<file path="config.mk">
export PLATFORM = sky130hd
export DESIGN_NAME = op_fifo
export DESIGN_NICKNAME = d
export VERILOG_FILES = /design/src/tinker_pkg.sv /design/src/op_fifo.sv
export SDC_FILE = /design/constraint.sdc
export NUM_CORES = 1
export LEC_CHECK = 0
export ABC_AREA = 1
export BUFFER_PORTS_ARGS = -buffer_cell sky130_fd_sc_hd__buf_2
export CORE_ASPECT_RATIO = 1.4
export CORE_MARGIN = 10
export CORE_UTILIZATION = 52
export DETAILED_ROUTE_END_ITERATION = 16
export PLACE_DENSITY = 0.75
export SLEW_MARGIN = 0
export SYNTH_ARGS = -nofsm -noshare
export SYNTH_HDL_FRONTEND = slang
export SYNTH_SLANG_ARGS = --single-unit
</file>
<file path="constraint.sdc">
create_clock -name clk -period 2.6 [get_ports clk]
set_input_delay 0.39 -clock clk [delete_from_list [all_inputs] [get_ports clk]]
set_output_delay 0.39 -clock clk [all_outputs]
set_load 0.01 [all_outputs]
</file>
<file path="src/tinker_pkg.sv">
`default_nettype none

package tinker_pkg;

    // datapath widths
    localparam int XLEN    = 64;
    localparam int INSTR_W = 32;
    localparam int REG_AW  = 5;
    localparam int LIT_W   = 12;

    // kept integer opcodes with reference encodings
    typedef enum logic [4:0] {
        op_and    = 5'b00000,
        op_or     = 5'b00001,
        op_xor    = 5'b00010,
        op_not    = 5'b00011,
        op_shftr  = 5'b00100,
        op_shftri = 5'b00101,
        op_shftl  = 5'b00110,
        op_shftli = 5'b00111,
        op_mov    = 5'b10001,
        op_mov_l  = 5'b10010,
        op_add    = 5'b11000,
        op_addi   = 5'b11001,
        op_sub    = 5'b11010,
        op_subi   = 5'b11011,
        op_mul    = 5'b11100
    } opcode_e;

    // one decoded operation as it travels through the fifo
    typedef struct packed {
        opcode_e           op;
        logic [REG_AW-1:0] rd;
        logic [REG_AW-1:0] rs;
        logic [REG_AW-1:0] rt;
        logic [LIT_W-1:0]  lit;
        // second operand comes from the literal
        logic              use_lit;
    } dec_op_t;

    // register write-back that also goes out on the result stream
    typedef struct packed {
        logic [REG_AW-1:0] rd;
        logic [XLEN-1:0]   value;
    } wb_t;

endpackage

`default_nettype wire

</file>
<file path="src/op_fifo.sv">
`default_nettype none

module op_fifo #(
    parameter int DEPTH = 4
) (
    input  logic                clk,
    input  logic                reset,
    input  logic                push_valid,
    output logic                push_ready,
    input  tinker_pkg::dec_op_t push_op,
    output logic                op_valid,
    input  logic                op_ready,
    output tinker_pkg::dec_op_t op
);

    localparam int PW = $clog2(DEPTH);
    localparam int CW = $clog2(DEPTH + 1);

    tinker_pkg::dec_op_t mem [DEPTH];
    logic [PW-1:0]       wr_ptr;
    logic [PW-1:0]       rd_ptr;
    logic [CW-1:0]       count;
    logic                do_push;
    logic                do_pop;

    assign push_ready = (count != CW'(DEPTH));
    assign op_valid   = (count != '0);
    assign do_push    = push_valid && push_ready;
    assign do_pop     = op_valid && op_ready;

    // head of queue straight from storage
    assign op = mem[rd_ptr];

    // payload storage
    always_ff @(posedge clk) begin
        if (do_push) begin
            mem[wr_ptr] <= push_op;
        end
    end

    // pointers wrap at DEPTH, not at a power of two
    always_ff @(posedge clk or posedge reset) begin
        if (reset) begin
            wr_ptr <= '0;
            rd_ptr <= '0;
            count  <= '0;
        end else begin
            if (do_push) begin
                wr_ptr <= (wr_ptr == PW'(DEPTH - 1)) ? '0 : wr_ptr + 1'b1;
            end
            if (do_pop) begin
                rd_ptr <= (rd_ptr == PW'(DEPTH - 1)) ? '0 : rd_ptr + 1'b1;
            end
            // push and pop together leave count alone
            if (do_push && !do_pop) begin
                count <= count + 1'b1;
            end else if (do_pop && !do_push) begin
                count <= count - 1'b1;
            end
        end
    end

    // a push into a full queue would carry count past DEPTH
    assert property (@(posedge clk) disable iff (reset)
        (count == CW'(DEPTH)) |=> (count != '0 && count <= CW'(DEPTH)));

    // a pop from an empty queue would wrap count around
    assert property (@(posedge clk) disable iff (reset)
        (count == '0) |=> (count <= CW'(1)));

endmodule

`default_nettype wire

</file>
==> flow_metrics.tcl, run 1 <==
set metrics [dict create \
    syn_area_um2 5930 \
    yosys.area_share.simple_pct 9.13 \
    io_pins 72 \
    reg2reg_depth 9 \
    synth_enable_flop_cells 132 \
    fp.dieH_um 146 \
    rows 46 \
    grt_pass1_wl_um 18500 \
    synth-compound-area-share_pct 11.2 \
    grt_pass1_vias 3748 \
    clock_latency_ns 0.41 \
    synth.yosys.seq_area_share_pct 69.8 \
    die_w_um 110 \
    hpwl_um 7190 \
    synthXorXnorAreaFrac_pct 0.148 \
    post_cts_buffers 0 \
    grt_usage_pct 15.1 \
    ys_seq_elements 139 \
    syn_inst 445 \
    dpl-instance-area_um2 6440 \
    synth_area_leaders "edfxtp_1 67%, o211ai_2 7.0%, nand2_1 5.9%" \
    synth_ff_type "edfxtp_1" \
    hold_path_depth 1 \
    slowest_stage "dfrtp_4" \
    core_um2 11200 \
    slew_headroom_pct 65.6 \
    antenna_found_initial 0 \
    cp-startpoint "rd_ptr[0]$_DFFE_PP0P_" \
    cts_tree "done" \
    final_nets 570 \
    period_minus_slack_ns 2.25 \
    yosys.area.top_type "edfxtp_1" \
    drc 0 \
    power.density_nw_per_um2 1170 \
    clock-sinks 139 \
    peakVddDrop_mv 0.851 \
    numPortBuffers 71 \
    synthMuxAreaShare_pct 0 \
    grt_max_degree 41 \
    fin_tns_setup_ns 0 \
    nFillCells 864 \
    yosysWarnings 0 \
    hp-start "push_op[6]" \
    tightest_slew_ns 0.515 \
    ys_types 17 \
    max_freq_mhz 444 \
    period_share_pct 86.6 \
    syn_to_final_growth_pct 18.1 \
    htreeDepth 4 \
    slowest_delay_ns 0.70 \
    final_max_slew_viol_count 0 \
    rsz0062_at_grt "false" \
    critPathLaunchType "flip-flop" \
    maxCapViolations 0 \
    die_area_um2 16100 \
    dr.first_iter.drc_count 161 \
    critPathKind "flip-flop to output pin" \
    whs_ns 0.193 \
    drt_pass1_iterations 4 \
    diodes 0 \
    final_hold_viol_count 0 \
    clock_skew_ns 0.00828 \
    vias_per_cell 5.14 \
    initial_core_util_pct 52.9 \
    antenna_left 0 \
    required_ns 2.21 \
    cts_buffers 17 \
    critPathMaxFanout 33 \
    cp.arrival_ns 1.86 \
    leakage_nw 2.87 \
    cp_common_cell "nand2_1" \
    r2r_start "count[0]$_DFFE_PP0P_" \
    cts_buffer_depth 2 \
    drt-total-wl_um 11500 \
    vias 3512 \
    fin_area_um2 7010 \
    yosys.area.top_type_share_pct 66.8 \
    syn_nets 489 \
    crit_path_end_kind "output pin" \
    synthArstFlopShare_pct 5.04 \
    cts.clk_slew.worst_paths_ns 0.05 \
    cts_root_buffer "clkbuf_16" \
    synthAdderAreaFrac_pct 1.60 \
    setup_viol_count_final 0 \
    outcome "finished, final reports clean" \
    grt_overflow 0 \
    avgSynthCellArea_um2 13.3 \
    min_path_type "primary input to flip-flop" \
    synth_top_family_by_area "compound AO/OA/AOI/OAI gates" \
    drt-wirelength-per-cell_um 16.9 \
    drive_above_1_share_pct 31.7 \
    place_congestion 0.720 \
    path_cells "buf_4 > nand2_1 > o211ai_1 > nand2_1 > buf_2" \
]
## flip-flops by register name, indices dropped and copies added, names as in the netlist
signal,cells
count,3
mem,132
rd_ptr,2
wr_ptr,2
## cells in the final DEF (no fill, tap or decap), drive strengths merged, types with 2 or more instances in the layout
master / synthesis / final
nand3: 7 / 7
o211ai: 66 / 66
clkinv: 0 / 9
bufinv: 0 / 2
nand2: 114 / 114
dfrtp: 7 / 7
buf: 22 / 83
edfxtp: 132 / 132
nor2: 6 / 6
inv: 81 / 81
ha: 6 / 6
clkbuf: 0 / 17
clkinvlp: 0 / 4
## worst max-delay path, delay by kind of cell (launching register included)
kind / cells / cell delay (ns)
AOI/OAI and AO/OA: 1 / 0.09
DFF: 1 / 0.70
and+or+nand+nor: 2 / 0.17
buffers and inverters: 2 / 0.48
## metal layers
layer / vias up / part of all wire, % / wire length (µm) / global-route usage (%)
met3: 16 / 5.6 / 651 / 4.54
li1: 1693 / - / - / -
met5: - / 0 / 0 / 0
met2: 89 / 55 / 6300 / 26.5
met4: 0 / 1.8 / 205 / 6.25
met1: 1714 / 38 / 4380 / 15.9
## cell type report
cell class / instances / area, µm² / share of cell area, %
Multi-Input combinational cell: 203 / 1340 / 19.1
Sequential cell: 139 / 4140 / 59.1
Tap cell: 144 / 180 / 2.57
Clock inverter: 15 / 133 / 1.89
Clock buffer: 17 / 425 / 6.07
Inverter: 81 / 304 / 4.34
Timing Repair Buffer: 84 / 480 / 6.86
## power by group
group	internal (mW)	switching, mW
clock network	1.39	0.840
registers	2.96	0.239
logic	1.02	1.77
## synth_stat cells (3+ instances only)
| master | n |
|---|---|
| nand2_1 | 94 |
| o211ai_1 | 33 |
| inv_1 | 78 |
| edfxtp_1 | 132 |
| inv_2 | 3 |
| nand3_1 | 7 |
| buf_6 | 11 |
| dfrtp_1 | 7 |
| buf_2 | 11 |
| nor2_1 | 6 |
| o211ai_2 | 33 |
| nand2_2 | 20 |
| ha_1 | 6 |
## worst paths after layout
| check | end | slack (ns) |
|---|---|---|
| setup / recovery | op[21] | 0.35 |
| hold / removal | mem[1][6]$_DFFE_PP_ | 0.19 |
| setup reg to reg | count[1]$_DFFE_PP0P_ | 0.46 |
| hold reg to reg | count[2]$_DFFE_PP0P_ | 0.52 |
| max in group asynchronous | rd_ptr[0]$_DFFE_PP0P_ | 1.88 |
| min in group asynchronous | wr_ptr[0]$_DFFE_PP0P_ | 0.47 |
## cells by family after synthesis
kind of cell | count (synthesis)
adders and majority gates | 7
DFF | 139
and+or+nand+nor | 128
buffers and inverters | 103
AOI/OAI and AO/OA | 67
xor gates and xnor gates | 1
## through the flow
step	std cells	util, %	setup WS (ns)	total power, mW
after floorplan	445	-	-0.0164	5.16
after global placement	650	57.4	0.592	5.95
after detailed placement	650	57.4	0.471	6.07
after CTS	683	62.4	0.322	8.32
after global routing	683	62.4	0.176	8.70
final	683	62.4	0.347	8.21
## repair_timing
| item | 4_1_cts | 5_1_grt |
|---|---|---|
| hold endpoints to repair | 7 | 0 |
| hold buffers | 1 | 0 |
| resized for setup | 0 | 0 |
No activity file was read; power rests on OpenSTA's default activity.
==> inputs of run 2 (changes only) <==
==> constraint.sdc (replaced) <==
create_clock -name clk -period 2.6 [get_ports clk]
set_input_delay 0.13 -clock clk [delete_from_list [all_inputs] [get_ports clk]]
set_output_delay 0.13 -clock clk [all_outputs]
set_load 0.01 [all_outputs]
==> run 2 against run 1 <==
Net effect:
- routed wire length up 1.7%
- core utilization up 3.9 points
- clock skew down 0.0023 ns
- critical endpoint is now op[14]
- largest power group unchanged
- highest routed layer unchanged
==> flow_metrics.tcl, run 2 (synthesis results as in run 1) <==
set metrics [dict create \
    slew_headroom_pct 66.4 \
    drive_above_1_share_pct 29.9 \
    period_minus_slack_ns 2.19 \
    nFillCells 759 \
    largest_reg_flops 132 \
    ctsResizeCount 0 \
    hold_buffers 36 \
    period_share_pct 84.4 \
    outcome "finished, final reports clean" \
    cts_buffer_depth 2 \
    cp.arrival_ns 2.06 \
    hpwl_um 7370 \
    required_ns 2.47 \
    cts_buffers 17 \
    reg2reg_depth 10 \
    cts.clk_slew.worst_paths_ns 0.05 \
    crit_path_end_kind "output pin" \
    diodes 0 \
    final_common_cell "edfxtp_1" \
    die_w_um 110 \
    vias_per_cell 5.10 \
    reg2reg_to "count[2]$_DFFE_PP0P_" \
    syn_to_final_growth_pct 25.5 \
    initial_core_util_pct 52.9 \
    final_max_slew_viol_count 0 \
    clock_skew_ns 0.00601 \
    clock_latency_ns 0.41 \
    post-route-util_pct 66.4 \
    min_path_type "primary input to asynchronous set/reset pin" \
    grt_overflow 0 \
    drt-wirelength-per-cell_um 16.3 \
    power.density_nw_per_um2 1150 \
    antenna_found_initial 0 \
    vias 3667 \
    grt_usage_pct 15.2 \
    place_congestion 0.773 \
    fin_tns_setup_ns 0 \
    grt_pass1_wl_um 18800 \
    leakage_nw 3.07 \
    io_pins 72 \
    rrSetupSlack_ns 0.77 \
    whs_ns 0.190 \
    setup_viol_count_final 0 \
    clock-sinks 139 \
    mostFrequentLayoutCells "132 x edfxtp_1, 94 x nand2_1, 78 x inv_1, 71 x buf_2, 36 x dlygate4sd3_1" \
    drt_pass1_iterations 4 \
    max_freq_mhz 456 \
    cp_common_cell "nand2_1" \
    grt_pass1_vias 3781 \
    final_nets 606 \
    post_cts_buffers 0 \
    numPortBuffers 71 \
    grt_max_degree 65 \
    maxCapViolations 0 \
    antenna_left 0 \
    final_hold_viol_count 0 \
    tightest_slew_ns 0.503 \
    peakVddDrop_mv 0.953 \
    slowest_stage "dfrtp_4" \
    cts_tree "done" \
    slowest_delay_ns 0.74 \
    finalPower_mw 8.54 \
    register_area_um2 4140 \
    multi_input_comb_area_um2 1340 \
    cts_root_buffer "clkbuf_16" \
    path_cells "buf_4 > nand2_1 > o211ai_2 > nand2_1 > buf_2" \
    core_um2 11200 \
    dr.first_iter.drc_count 185 \
    rsz0062_at_grt "false" \
    drt-total-wl_um 11700 \
    reg.largest.list "mem x132, count x3" \
    critPathLaunchType "flip-flop" \
    htreeDepth 4 \
    drc 0 \
    critPathMaxFanout 40 \
    r2r_start "count[0]$_DFFE_PP0P_" \
    critPathKind "flip-flop to output pin" \
    fp.dieH_um 146 \
    die_area_um2 16100 \
    regMostFlops "mem" \
    rows 46 \
]
-- run 2: changes by cell type in the layout (fill, tap and decap cells not counted) --
| cell | change |
|---|---|
| bufinv_16 | +3 |
| clkinv_4 | +1 |
| buf_12 | +1 |
| dlygate4sd3_1 | +35 |
| clkinvlp_4 | -3 |
| clkinv_2 | -1 |
-- run 2: routing by layer --
layer  global-route usage [%]  up-vias  part of all wire (%)
met5                        0        -                     0
met4                     6.77        0                   2.3
met3                     4.49       21                   4.4
met2                     26.2       96                    54
met1                     16.6     1780                    40
li1                         -     1770                     -
-- run 2: how the worst max path moves through the flow --
| stage | cells after the start | start | endpoint |
|---|---|---|---|
| floorplan | 4 | count[0]$_DFFE_PP0P_ | mem[0][0]$_DFFE_PP_ |
| global placement | 5 | rd_ptr[0]$_DFFE_PP0P_ | op[5] |
| detailed placement | 10 | count[0]$_DFFE_PP0P_ | count[2]$_DFFE_PP0P_ |
| CTS | 5 | rd_ptr[0]$_DFFE_PP0P_ | op[14] |
| global route | 5 | rd_ptr[0]$_DFFE_PP0P_ | op[5] |
| finish | 5 | rd_ptr[0]$_DFFE_PP0P_ | op[14] |
-- run 2: critical path: cells and delay by family (launching register included) --
family,cells,cell delay (ns)
flops,1,0.74
buf+inv,2,0.57
compound gates,1,0.08
simple gates,2,0.24
-- run 2: area by class of cell --
class	instances	share of cell area [%]
clock buffer	17	5.71
clock inverter	15	2.74
inverter	81	4.08
multi-input combinational	203	18.0
sequential	139	55.6
tap	144	2.42
timing repair buffer	120	11.4
-- run 2: report_power, final --
part / total (mW) / switching (mW) / internal [mW] / leakage [nW]
clock: 2.52 / 0.843 / 1.68 / 0.304
combinational: 2.81 / 1.75 / 1.05 / 1.47
sequential: 3.21 / 0.256 / 2.96 / 1.29
total: 8.54 / 2.85 / 5.69 / 3.07
-- run 2: through the flow --
stage               setup slack, ns  std cells  cell area (µm²)
floorplan                   -0.0164        445             5930
global placement              0.882        651             6460
detailed placement            0.804        651             6460
CTS                           0.392        719             7450
global route                  0.275        719             7450
finish                        0.406        719             7450
