**config.mk**
```make
export PLATFORM = sky130hd
export DESIGN_NAME = instr_decoder
export DESIGN_NICKNAME = d
export VERILOG_FILES = /design/src/tinker_pkg.sv /design/src/instr_decoder.sv
export SDC_FILE = /design/constraint.sdc
export NUM_CORES = 1
export LEC_CHECK = 0
export ABC_AREA = 1
export BUFFER_PORTS_ARGS = -buffer_cell sky130_fd_sc_hd__buf_2
export CAP_MARGIN = 20
export CORE_AREA = 2 2 39 41
export DETAILED_ROUTE_END_ITERATION = 8
export DIE_AREA = 0 0 41 43
export GPL_TIMING_DRIVEN = 0
export PLACE_DENSITY = 0.88
export REMOVE_ABC_BUFFERS = 1
export SETUP_SLACK_MARGIN = 0.02
export SLEW_MARGIN = 20
export SYNTH_ARGS = -nofsm -noshare
export SYNTH_HDL_FRONTEND = slang
export SYNTH_SLANG_ARGS = --single-unit
```
**constraint.sdc**
```tcl
create_clock -name vclk -period 1
set_input_delay 0 -clock vclk [all_inputs]
set_output_delay 0 -clock vclk [all_outputs]
set_load 0.05 [all_outputs]
```
**src/tinker_pkg.sv**
```systemverilog
`default_nettype none

package tinker_pkg;

    // datapath widths
    localparam int XLEN    = 64;
    localparam int INSTR_W = 32;
    localparam int REG_AW  = 5;
    localparam int LIT_W   = 12;

    // kept integer opcodes with reference encodings
    typedef enum logic [4:0] {
        op_and    = 5'b00000,
        op_or     = 5'b00001,
        op_xor    = 5'b00010,
        op_not    = 5'b00011,
        op_shftr  = 5'b00100,
        op_shftri = 5'b00101,
        op_shftl  = 5'b00110,
        op_shftli = 5'b00111,
        op_mov    = 5'b10001,
        op_mov_l  = 5'b10010,
        op_add    = 5'b11000,
        op_addi   = 5'b11001,
        op_sub    = 5'b11010,
        op_subi   = 5'b11011,
        op_mul    = 5'b11100
    } opcode_e;

    // one decoded operation as it travels through the fifo
    typedef struct packed {
        opcode_e           op;
        logic [REG_AW-1:0] rd;
        logic [REG_AW-1:0] rs;
        logic [REG_AW-1:0] rt;
        logic [LIT_W-1:0]  lit;
        // second operand comes from the literal
        logic              use_lit;
    } dec_op_t;

    // register write-back that also goes out on the result stream
    typedef struct packed {
        logic [REG_AW-1:0] rd;
        logic [XLEN-1:0]   value;
    } wb_t;

endpackage

`default_nettype wire

```
**src/instr_decoder.sv**
```systemverilog
`default_nettype none

module instr_decoder (
    input  logic                          instr_valid,
    output logic                          instr_ready,
    input  logic [tinker_pkg::INSTR_W-1:0] instr,
    output logic                          push_valid,
    input  logic                          push_ready,
    output tinker_pkg::dec_op_t           push_op
);

    tinker_pkg::opcode_e opc;
    logic                legal;
    logic                use_lit;

    // opcode sits in the top five bits
    assign opc = tinker_pkg::opcode_e'(instr[31:27]);

    // classify legality and whether the literal replaces rt
    always_comb begin
        legal   = 1'b1;
        use_lit = 1'b0;
        case (opc)
            tinker_pkg::op_addi,
            tinker_pkg::op_subi,
            tinker_pkg::op_shftri,
            tinker_pkg::op_shftli,
            tinker_pkg::op_mov_l: use_lit = 1'b1;
            tinker_pkg::op_add,
            tinker_pkg::op_sub,
            tinker_pkg::op_mul,
            tinker_pkg::op_and,
            tinker_pkg::op_or,
            tinker_pkg::op_xor,
            tinker_pkg::op_not,
            tinker_pkg::op_shftr,
            tinker_pkg::op_shftl,
            tinker_pkg::op_mov: use_lit = 1'b0;
            // anything else is dropped
            default: legal = 1'b0;
        endcase
    end

    // field split per reference layout
    always_comb begin
        push_op.op      = opc;
        push_op.rd      = instr[26:22];
        push_op.rs      = instr[21:17];
        push_op.rt      = instr[16:12];
        push_op.lit     = instr[11:0];
        push_op.use_lit = use_lit;
    end

    // illegal words are consumed without a push
    assign instr_ready = push_ready;
    assign push_valid  = instr_valid && legal;

endmodule

`default_nettype wire

```
==> results of run 1 <==
## kinds of logic (layout without fill, tap and decap cells)
logic type	count (synthesis)	in the layout
buffers and inverters	42	21
AND/OR/NAND/NOR	27	27
## repair_timing
action,CTS,global route
gates resized for setup,0,2
hold endpoints to repair,0,0
buffers inserted,0,0
setup endpoints to repair,0,1
## cell type report
type,instances,area (sq um),area share (%)
timing repair buffer,13,67.6,29.7
multi-input combinational,27,110,48.4
inverter,8,30.0,13.2
tap,16,20.0,8.79
## worst min path at each step
stage / slack, ns / to
5_1_grt: 0.0002 / push_op[8]
4_1_cts: 0.0004 / push_op[10]
2_1_floorplan: 0 / instr_ready
3_3_place_gp: 0.0004 / push_op[10]
6_report: 0.0003 / push_op[8]
3_5_place_dp: 0.0004 / push_op[10]
## synthesized netlist by cell type (all sizes together)
cell / number / area (sq um)
buf: 34 / 255
nand2: 12 / 45.0
nor2: 10 / 40.0
inv: 8 / 30.0
nand3: 5 / 25.0
## per-layer routing
layer	wire length, um	up-vias	track usage, %
li1	-	130	-
met1	434	124	15.5
met2	454	36	17.5
met3	428	0	19.4
met4	0	0	0
met5	0	-	0
## metrics by stage
step | cells | util, %
after CTS | 64 | 16.3
after global placement | 64 | 16.3
final | 64 | 16.5
after global routing | 64 | 16.5
after floorplan | 35 | -
after detailed placement | 64 | 16.3
## critical path, stage by stage
cell and delay [ns]:
buf_2 0.12, inv_1 0.10, nand2_1 0.08, nor2_1 0.13, nor2_2 0.06, nand3_1 0.06
nand2_1 0.05, inv_1 0.05, clkbuf_4 0.22
## power breakdown
group	internal, W	total, W	switching, W
Sequential	0	0	0
Combinational	0.0000364	0.000140	0.000104
Clock	0	0	0
==> flow_metrics.env, run 1 <==
export IMPL_status="complete, no violations"
export IMPL_drc=0
export IMPL_yosysUniqueCellTypes=6
export IMPL_num_antenna_cells=0
export IMPL_fmax_mhz=1170
export IMPL_fin_area_sq_um=228
export IMPL_placed_area_sq_um=225
export IMPL_dp_final_hpwl_um=1180
export IMPL_seq_area_sq_um=0
export IMPL_fillers=165
export IMPL_worstPathMaxFanout=5
export IMPL_wl_per_cell_um=20.6
export IMPL_hp_start="instr[7]"
export IMPL_hp_class="in2out"
export IMPL_post_place_ws_ns=0.0686
export IMPL_grtUsageTotal_pct=14.2
export IMPL_timing_hold_ws_ns=0.000332
export IMPL_synthAdderAreaFrac_pct=0
export IMPL_worstPathArrival_ns=0.86
export IMPL_drv_slew=0
export IMPL_crit_required_ns=1.00
export IMPL_portBuffers=13
export IMPL_synthMuxAreaShare_pct=0
export IMPL_min_period_ns=0.857
export IMPL_final_nets=84
export IMPL_avgSynthCellArea_sq_um=5.73
export IMPL_mostFrequentLayoutCells="nand2_1 (12), buf_2 (12), nor2_1 (9), inv_1 (7), nand3_1 (5)"
export IMPL_row_count=14
export IMPL_cts_hold_fix_buffers=0
export IMPL_viasPerCell=4.53
export IMPL_gp_congestion=0.543
export IMPL_power_density_nw_per_um2=614
export IMPL_synth_simple_area_share_pct=27.8
export IMPL_leakage_nw=0.160
export IMPL_ys_seq_area_share_pct=0
export IMPL_syn2layout_area_growth_pct=-42.4
export IMPL_drtIter0Drc=11
export IMPL_critPathLaunchType="input pin"
export IMPL_vias=290
export IMPL_core_sq_um=1380
export IMPL_wirelength_um=1320
export IMPL_ir_drop_uv=74.3
export IMPL_hold_viol=0
export IMPL_maxSlewHeadroom_pct=83.5
export IMPL_antenna_found_initial=0
export IMPL_grt_overflow_total=0
export IMPL_cp_startpoint="instr[29]"
export IMPL_synth_top_family_by_area="buffers and inverters"
export IMPL_layout_drive_gt1_share_pct=31.3
export IMPL_synth_compound_area_share_pct=0
export IMPL_setup_violations=0
export IMPL_timing_final_ws_setup_ns=0.143
export IMPL_yosysWarnings=0
export IMPL_die_w_um=41
export IMPL_min_delay_path_depth=0
export IMPL_worstSetupPathType="in2out"
export IMPL_grt_setup_unrepaired="false"
export IMPL_antenna_left=0
export IMPL_worstSetupEndpoint="push_valid"
export IMPL_syn_area_sq_um=395
export IMPL_total_power_w=0.000140
export IMPL_max_cap_violations=0
export IMPL_die_area_sq_um=1760
export IMPL_critical_path_endpoint_type="output port"
export IMPL_synth_xor_area_share_pct=0
export IMPL_first_global_vias=228
export IMPL_seq_cells=0
export IMPL_tightest_slew_ns=0.249
export IMPL_grt_pass1_wl_um=1610
export IMPL_die_height_um=43
export IMPL_drt_first_pass_iters=4
export IMPL_ios=69
export IMPL_grt_max_degree=9
export IMPL_synth_cells=69
export IMPL_fin_tns_setup_ns=0
export IMPL_initial_core_util_pct=28.6
export IMPL_period_share_pct=85.7
export IMPL_clkbuf_count=0
(Power assumes the default switching activity.)
==> inputs of run 2 (changes only) <==
- ABC_AREA: 1 -> default
- PLACE_DENSITY: 0.88 -> 0.82
==> flow_metrics.env, run 2 <==
export IMPL_status="complete, no violations"
export IMPL_wl_per_cell_um=28.8
export IMPL_internal_power_w=0.0000303
export IMPL_ys_seq_area_share_pct=0
export IMPL_worstSetupPathType="in2out"
export IMPL_yosysWarnings=0
export IMPL_synth_most_common_cell="buf_4"
export IMPL_final_nets=60
export IMPL_grt_max_degree=7
export IMPL_die_w_um=41
export IMPL_leakage_nw=0.0768
export IMPL_initial_core_util_pct=23.4
export IMPL_first_global_vias=157
export IMPL_fmax_mhz=1160
export IMPL_tightest_slew_ns=0.261
export IMPL_num_antenna_cells=0
export IMPL_viasPerCell=4.40
export IMPL_antenna_left=0
export IMPL_comb_power_share_pct=100.0
export IMPL_syn2layout_area_growth_pct=-52.5
export IMPL_syn_area_sq_um=324
export IMPL_synth_top_area_share_pct=78.8
export IMPL_drc=0
export IMPL_die_height_um=43
export IMPL_max_cap_violations=0
export IMPL_vias=176
export IMPL_min_period_ns=0.864
export IMPL_grt_pass1_wl_um=1280
export IMPL_portBuffers=13
export IMPL_maxSlewHeadroom_pct=82.7
export IMPL_synth_area_leaders="buf_4 (79%), a22o_1 (5.4%), nor2b_1 (3.9%)"
export IMPL_p_sw_share_pct=73.3
export IMPL_power_density_nw_per_um2=737
export IMPL_layout_commonest_cell="buf_2"
export IMPL_ctsResizeCount=0
export IMPL_avgSynthCellArea_sq_um=7.20
export IMPL_seq_area_sq_um=0
export IMPL_synth_cells=45
export IMPL_period_share_pct=86.4
export IMPL_clkbuf_count=0
export IMPL_net_switching_power_w=0.0000831
export IMPL_grt_overflow_total=0
export IMPL_seq_cells=0
export IMPL_power_share_sequential_pct=0
export IMPL_timing_hold_ws_ns=0.000332
export IMPL_ir_drop_uv=136
export IMPL_worstPathArrival_ns=0.86
export IMPL_cp_startpoint="instr[31]"
export IMPL_synth_top_area_cell="buf_4"
export IMPL_worstPathMaxFanout=4
export IMPL_fin_area_sq_um=154
export IMPL_grtUsageTotal_pct=12.0
export IMPL_fillers=163
export IMPL_critical_path_endpoint_type="output port"
export IMPL_hold_viol=0
export IMPL_crit_required_ns=1.00
export IMPL_ios=69
export IMPL_drv_slew=0
export IMPL_fin_tns_setup_ns=0
export IMPL_drt_first_pass_iters=5
export IMPL_row_count=14
export IMPL_antenna_found_initial=0
export IMPL_core_sq_um=1380
export IMPL_yosysUniqueCellTypes=9
export IMPL_cts_hold_fix_buffers=0
export IMPL_gp_congestion=0.598
export IMPL_hp_class="in2out"
export IMPL_fin_util_pct=11.1
export IMPL_grt_setup_unrepaired="false"
export IMPL_wirelength_um=1150
export IMPL_p_clk_share_pct=0
export IMPL_hp_start="instr[7]"
export IMPL_critPathLaunchType="input pin"
export IMPL_synth_commonest_cells="buf_4 (34), a22o_1 (2), nor2_1 (2), nor2b_1 (2)"
export IMPL_die_area_sq_um=1760
export IMPL_drtIter0Drc=5
export IMPL_mostFrequentLayoutCells="buf_2 (13), nor2_1 (2), nor2b_1 (2), a22o_1 (2)"
export IMPL_placed_area_sq_um=154
export IMPL_cts_setup_buffers=0
export IMPL_layout_drive_gt1_share_pct=54.2
export IMPL_setup_violations=0
## run 2: power by group through the flow
stage	logic (W)	registers [W]	clock network (W)
floorplan	0.0000374	0	0
global placement	0.000112	0	0
detailed placement	0.000114	0	0
CTS	0.000114	0	0
global route	0.000121	0	0
finish	0.000113	0	0
## run 2: critical path: stages
cell and delay (ns):
buf_2 0.11, nor2b_1 0.14, a22o_1 0.22, a32o_1 0.19, buf_2 0.20
## run 2: final timing paths
path / to / cells past startpoint
setup / recovery: push_op[0] / 5
hold / removal: push_op[8] / 0
## run 2: logic make-up (layout without fill, tap and decap cells)
| logic type | Yosys count | after routing | synth area share, % |
|---|---|---|---|
| AOI/OAI and AO/OA | 5 | 5 | 12.4 |
| buffers and inverters | 34 | 13 | 78.8 |
| and+or+nand+nor | 6 | 6 | 8.88 |
## run 2: layout make-up
cell class         count  area [sq um]  share of cell area, %
multi-input cells     11          68.8                   44.7
repair buffers        13          65.1                   42.3
well taps             16          20.0                   13.0
## run 2: per-stage QoR
stage | cells | worst slack, ns | power [W]
floorplan | 11 | 0.277 | 0.0000374
global placement | 40 | 0.142 | 0.000112
detailed placement | 40 | 0.135 | 0.000114
CTS | 40 | 0.133 | 0.000114
global route | 40 | 0.0835 | 0.000121
finish | 40 | 0.136 | 0.000113
## run 2: metal layers
metal | vias up | GRT usage (%) | share of wire, %
li1 | 72 | - | -
met1 | 64 | 14.6 | 33
met2 | 40 | 11.6 | 27
met3 | 0 | 19.4 | 40
met4 | 0 | 0 | 0
met5 | - | 0 | 0
==> inputs of run 3 (changes only) <==
--- a/config.mk
+++ b/config.mk
@@ -6,4 +6,5 @@
 export NUM_CORES = 1
 export LEC_CHECK = 0
+export ABC_AREA = 1
 export BUFFER_PORTS_ARGS = -buffer_cell sky130_fd_sc_hd__buf_2
 export CAP_MARGIN = 20
@@ -12,5 +13,5 @@
 export DIE_AREA = 0 0 41 43
 export GPL_TIMING_DRIVEN = 0
-export PLACE_DENSITY = 0.82
+export PLACE_DENSITY = 0.88
 export REMOVE_ABC_BUFFERS = 1
 export SETUP_SLACK_MARGIN = 0.02
==> constraint.sdc (replaced) <==
create_clock -name vclk -period 1
set_input_delay 0.1 -clock vclk [all_inputs]
set_output_delay 0.1 -clock vclk [all_outputs]
set_load 0.05 [all_outputs]
==> flow_metrics.env, run 3 (synthesized netlist as in run 1, its figures left out) <==
export IMPL_multi_input_area_sq_um=130
export IMPL_critPathSlowestCell="buf_8"
export IMPL_cp_startpoint="instr[29]"
export IMPL_mostFrequentLayoutCells="nand2_1 (11), nor2_1 (8), buf_2 (8), buf_8 (4)"
export IMPL_first_global_vias=245
export IMPL_drtIter0Drc=5
export IMPL_critPathLaunchType="input pin"
export IMPL_total_power_w=0.000179
export IMPL_syn2layout_area_growth_pct=-23.1
export IMPL_dp_final_hpwl_um=1180
export IMPL_maxSlewHeadroom_pct=83.4
export IMPL_initial_core_util_pct=28.6
export IMPL_max_cap_violations=0
export IMPL_timing_hold_ws_ns=0.200
export IMPL_wl_per_cell_um=21.7
export IMPL_placed_area_sq_um=225
export IMPL_vias=289
export IMPL_seq_area_sq_um=0
export IMPL_p_clk_share_pct=0
export IMPL_wirelength_um=1390
export IMPL_drv_slew=0
export IMPL_comb_power_share_pct=100.0
export IMPL_power_share_sequential_pct=0
export IMPL_p_sw_share_pct=65.4
export IMPL_fin_area_sq_um=304
export IMPL_period_share_pct=93.6
export IMPL_core_sq_um=1380
export IMPL_final_nets=84
export IMPL_setup_violations=0
export IMPL_cts_hold_fix_buffers=0
export IMPL_die_height_um=43
export IMPL_portBuffers=13
export IMPL_grtUsageTotal_pct=15.0
export IMPL_gp_congestion=0.543
export IMPL_layout_commonest_cell="nand2_1"
export IMPL_hold_viol=0
export IMPL_slowest_delay_ns=0.14
export IMPL_ios=69
export IMPL_worstPathArrival_ns=0.84
export IMPL_worstPathMaxFanout=5
export IMPL_grt_setup_unrepaired="true"
export IMPL_drc=0
export IMPL_fmax_mhz=1070
export IMPL_fillers=159
export IMPL_num_antenna_cells=0
export IMPL_grt_overflow_total=0
export IMPL_placedCellCount=64
export IMPL_status="complete, no violations"
export IMPL_fin_cells=64
export IMPL_cts_setup_buffers=0
export IMPL_drt_first_pass_iters=4
export IMPL_critical_path_endpoint_type="output port"
export IMPL_worstSetupPathType="in2out"
export IMPL_ir_drop_uv=83.3
export IMPL_fin_util_pct=22.0
export IMPL_power_density_nw_per_um2=590
export IMPL_path_cells="buf_6 > inv_4 > nor2_1 > nand2_1 > nand2_1 > nor2_2 > nand3_1 > nand2_1 > inv_2 > buf_8"
export IMPL_critPathMostFrequentCell="nand2_1"
export IMPL_min_period_ns=0.936
export IMPL_row_count=14
export IMPL_hp_class="in2out"
export IMPL_grt_pass1_wl_um=1690
export IMPL_antenna_found_initial=0
export IMPL_crit_required_ns=0.90
export IMPL_worstSetupEndpoint="push_valid"
export IMPL_layout_drive_gt1_share_pct=50.0
export IMPL_die_area_sq_um=1760
export IMPL_viasPerCell=4.52
export IMPL_tightest_slew_ns=0.250
export IMPL_internal_power_w=0.0000621
export IMPL_critical_path_buf_inv_count=4
export IMPL_leakage_nw=0.173
export IMPL_net_switching_power_w=0.000117
export IMPL_critPathTopFamily="simple AND/OR/NAND/NOR gates"
export IMPL_clkbuf_count=0
export IMPL_seq_cells=0
export IMPL_antenna_left=0
export IMPL_grt_max_degree=9
export IMPL_cp_num_cells=10
export IMPL_die_w_um=41
[run 3: cell count changes in the layout (fill, tap and decap cells not counted), moves of 3 or more]
cell,before,now
nor2_1,2,8
inv_2,0,3
buf_8,0,4
nand3_1,0,3
buf_2,13,8
nand2_1,1,11
[run 3: layout make-up]
type               count  share of cell area (%)
multi-input cells     27                    42.8
repair buffers        13                    36.6
inverters              8                    14.0
well taps             16                    6.58
[run 3: per-layer routing]
metal	GRT usage [%]	vias up	part of all wire, %
met4	0	0	0
met3	19.4	0	30
met1	15.2	123	32
met5	0	-	0
met2	20.3	36	38
li1	-	130	-
[run 3: power groups by stage]
| stage | logic [W] | clock network [W] | registers, W |
|---|---|---|---|
| after CTS | 0.000163 | 0 | 0 |
| after floorplan | 0.0000566 | 0 | 0 |
| final | 0.000179 | 0 | 0 |
| after detailed placement | 0.000137 | 0 | 0 |
| after global placement | 0.000134 | 0 | 0 |
| after global routing | 0.000193 | 0 | 0 |
[run 3: worst min path at each step]
stage / cells past startpoint / slack (ns) / endpoint / start
6_report: 0 / 0.20 / push_op[8] / instr[7]
3_5_place_dp: 0 / 0.20 / push_op[10] / instr[9]
2_1_floorplan: 0 / 0.20 / instr_ready / push_ready
3_3_place_gp: 0 / 0.20 / push_op[10] / instr[9]
5_1_grt: 0 / 0.20 / push_op[8] / instr[7]
4_1_cts: 0 / 0.20 / push_op[10] / instr[9]
[run 3: what timing repair did]
| action | 4_1_cts | 5_1_grt |
|---|---|---|
| gates resized for setup | 19 | 11 |
| pin swaps | 7 | 8 |
| gates cloned | 0 | 0 |
| setup endpoints to repair | 2 | 1 |
[run 3: stage by stage]
step | TNS (ns) | setup slack [ns]
final | 0 | 0.0642
after detailed placement | -0.163 | -0.131
after global placement | -0.101 | -0.0994
after CTS | 0 | 0.0208
after floorplan | 0 | 0.0378
after global routing | -0.00814 | -0.00814
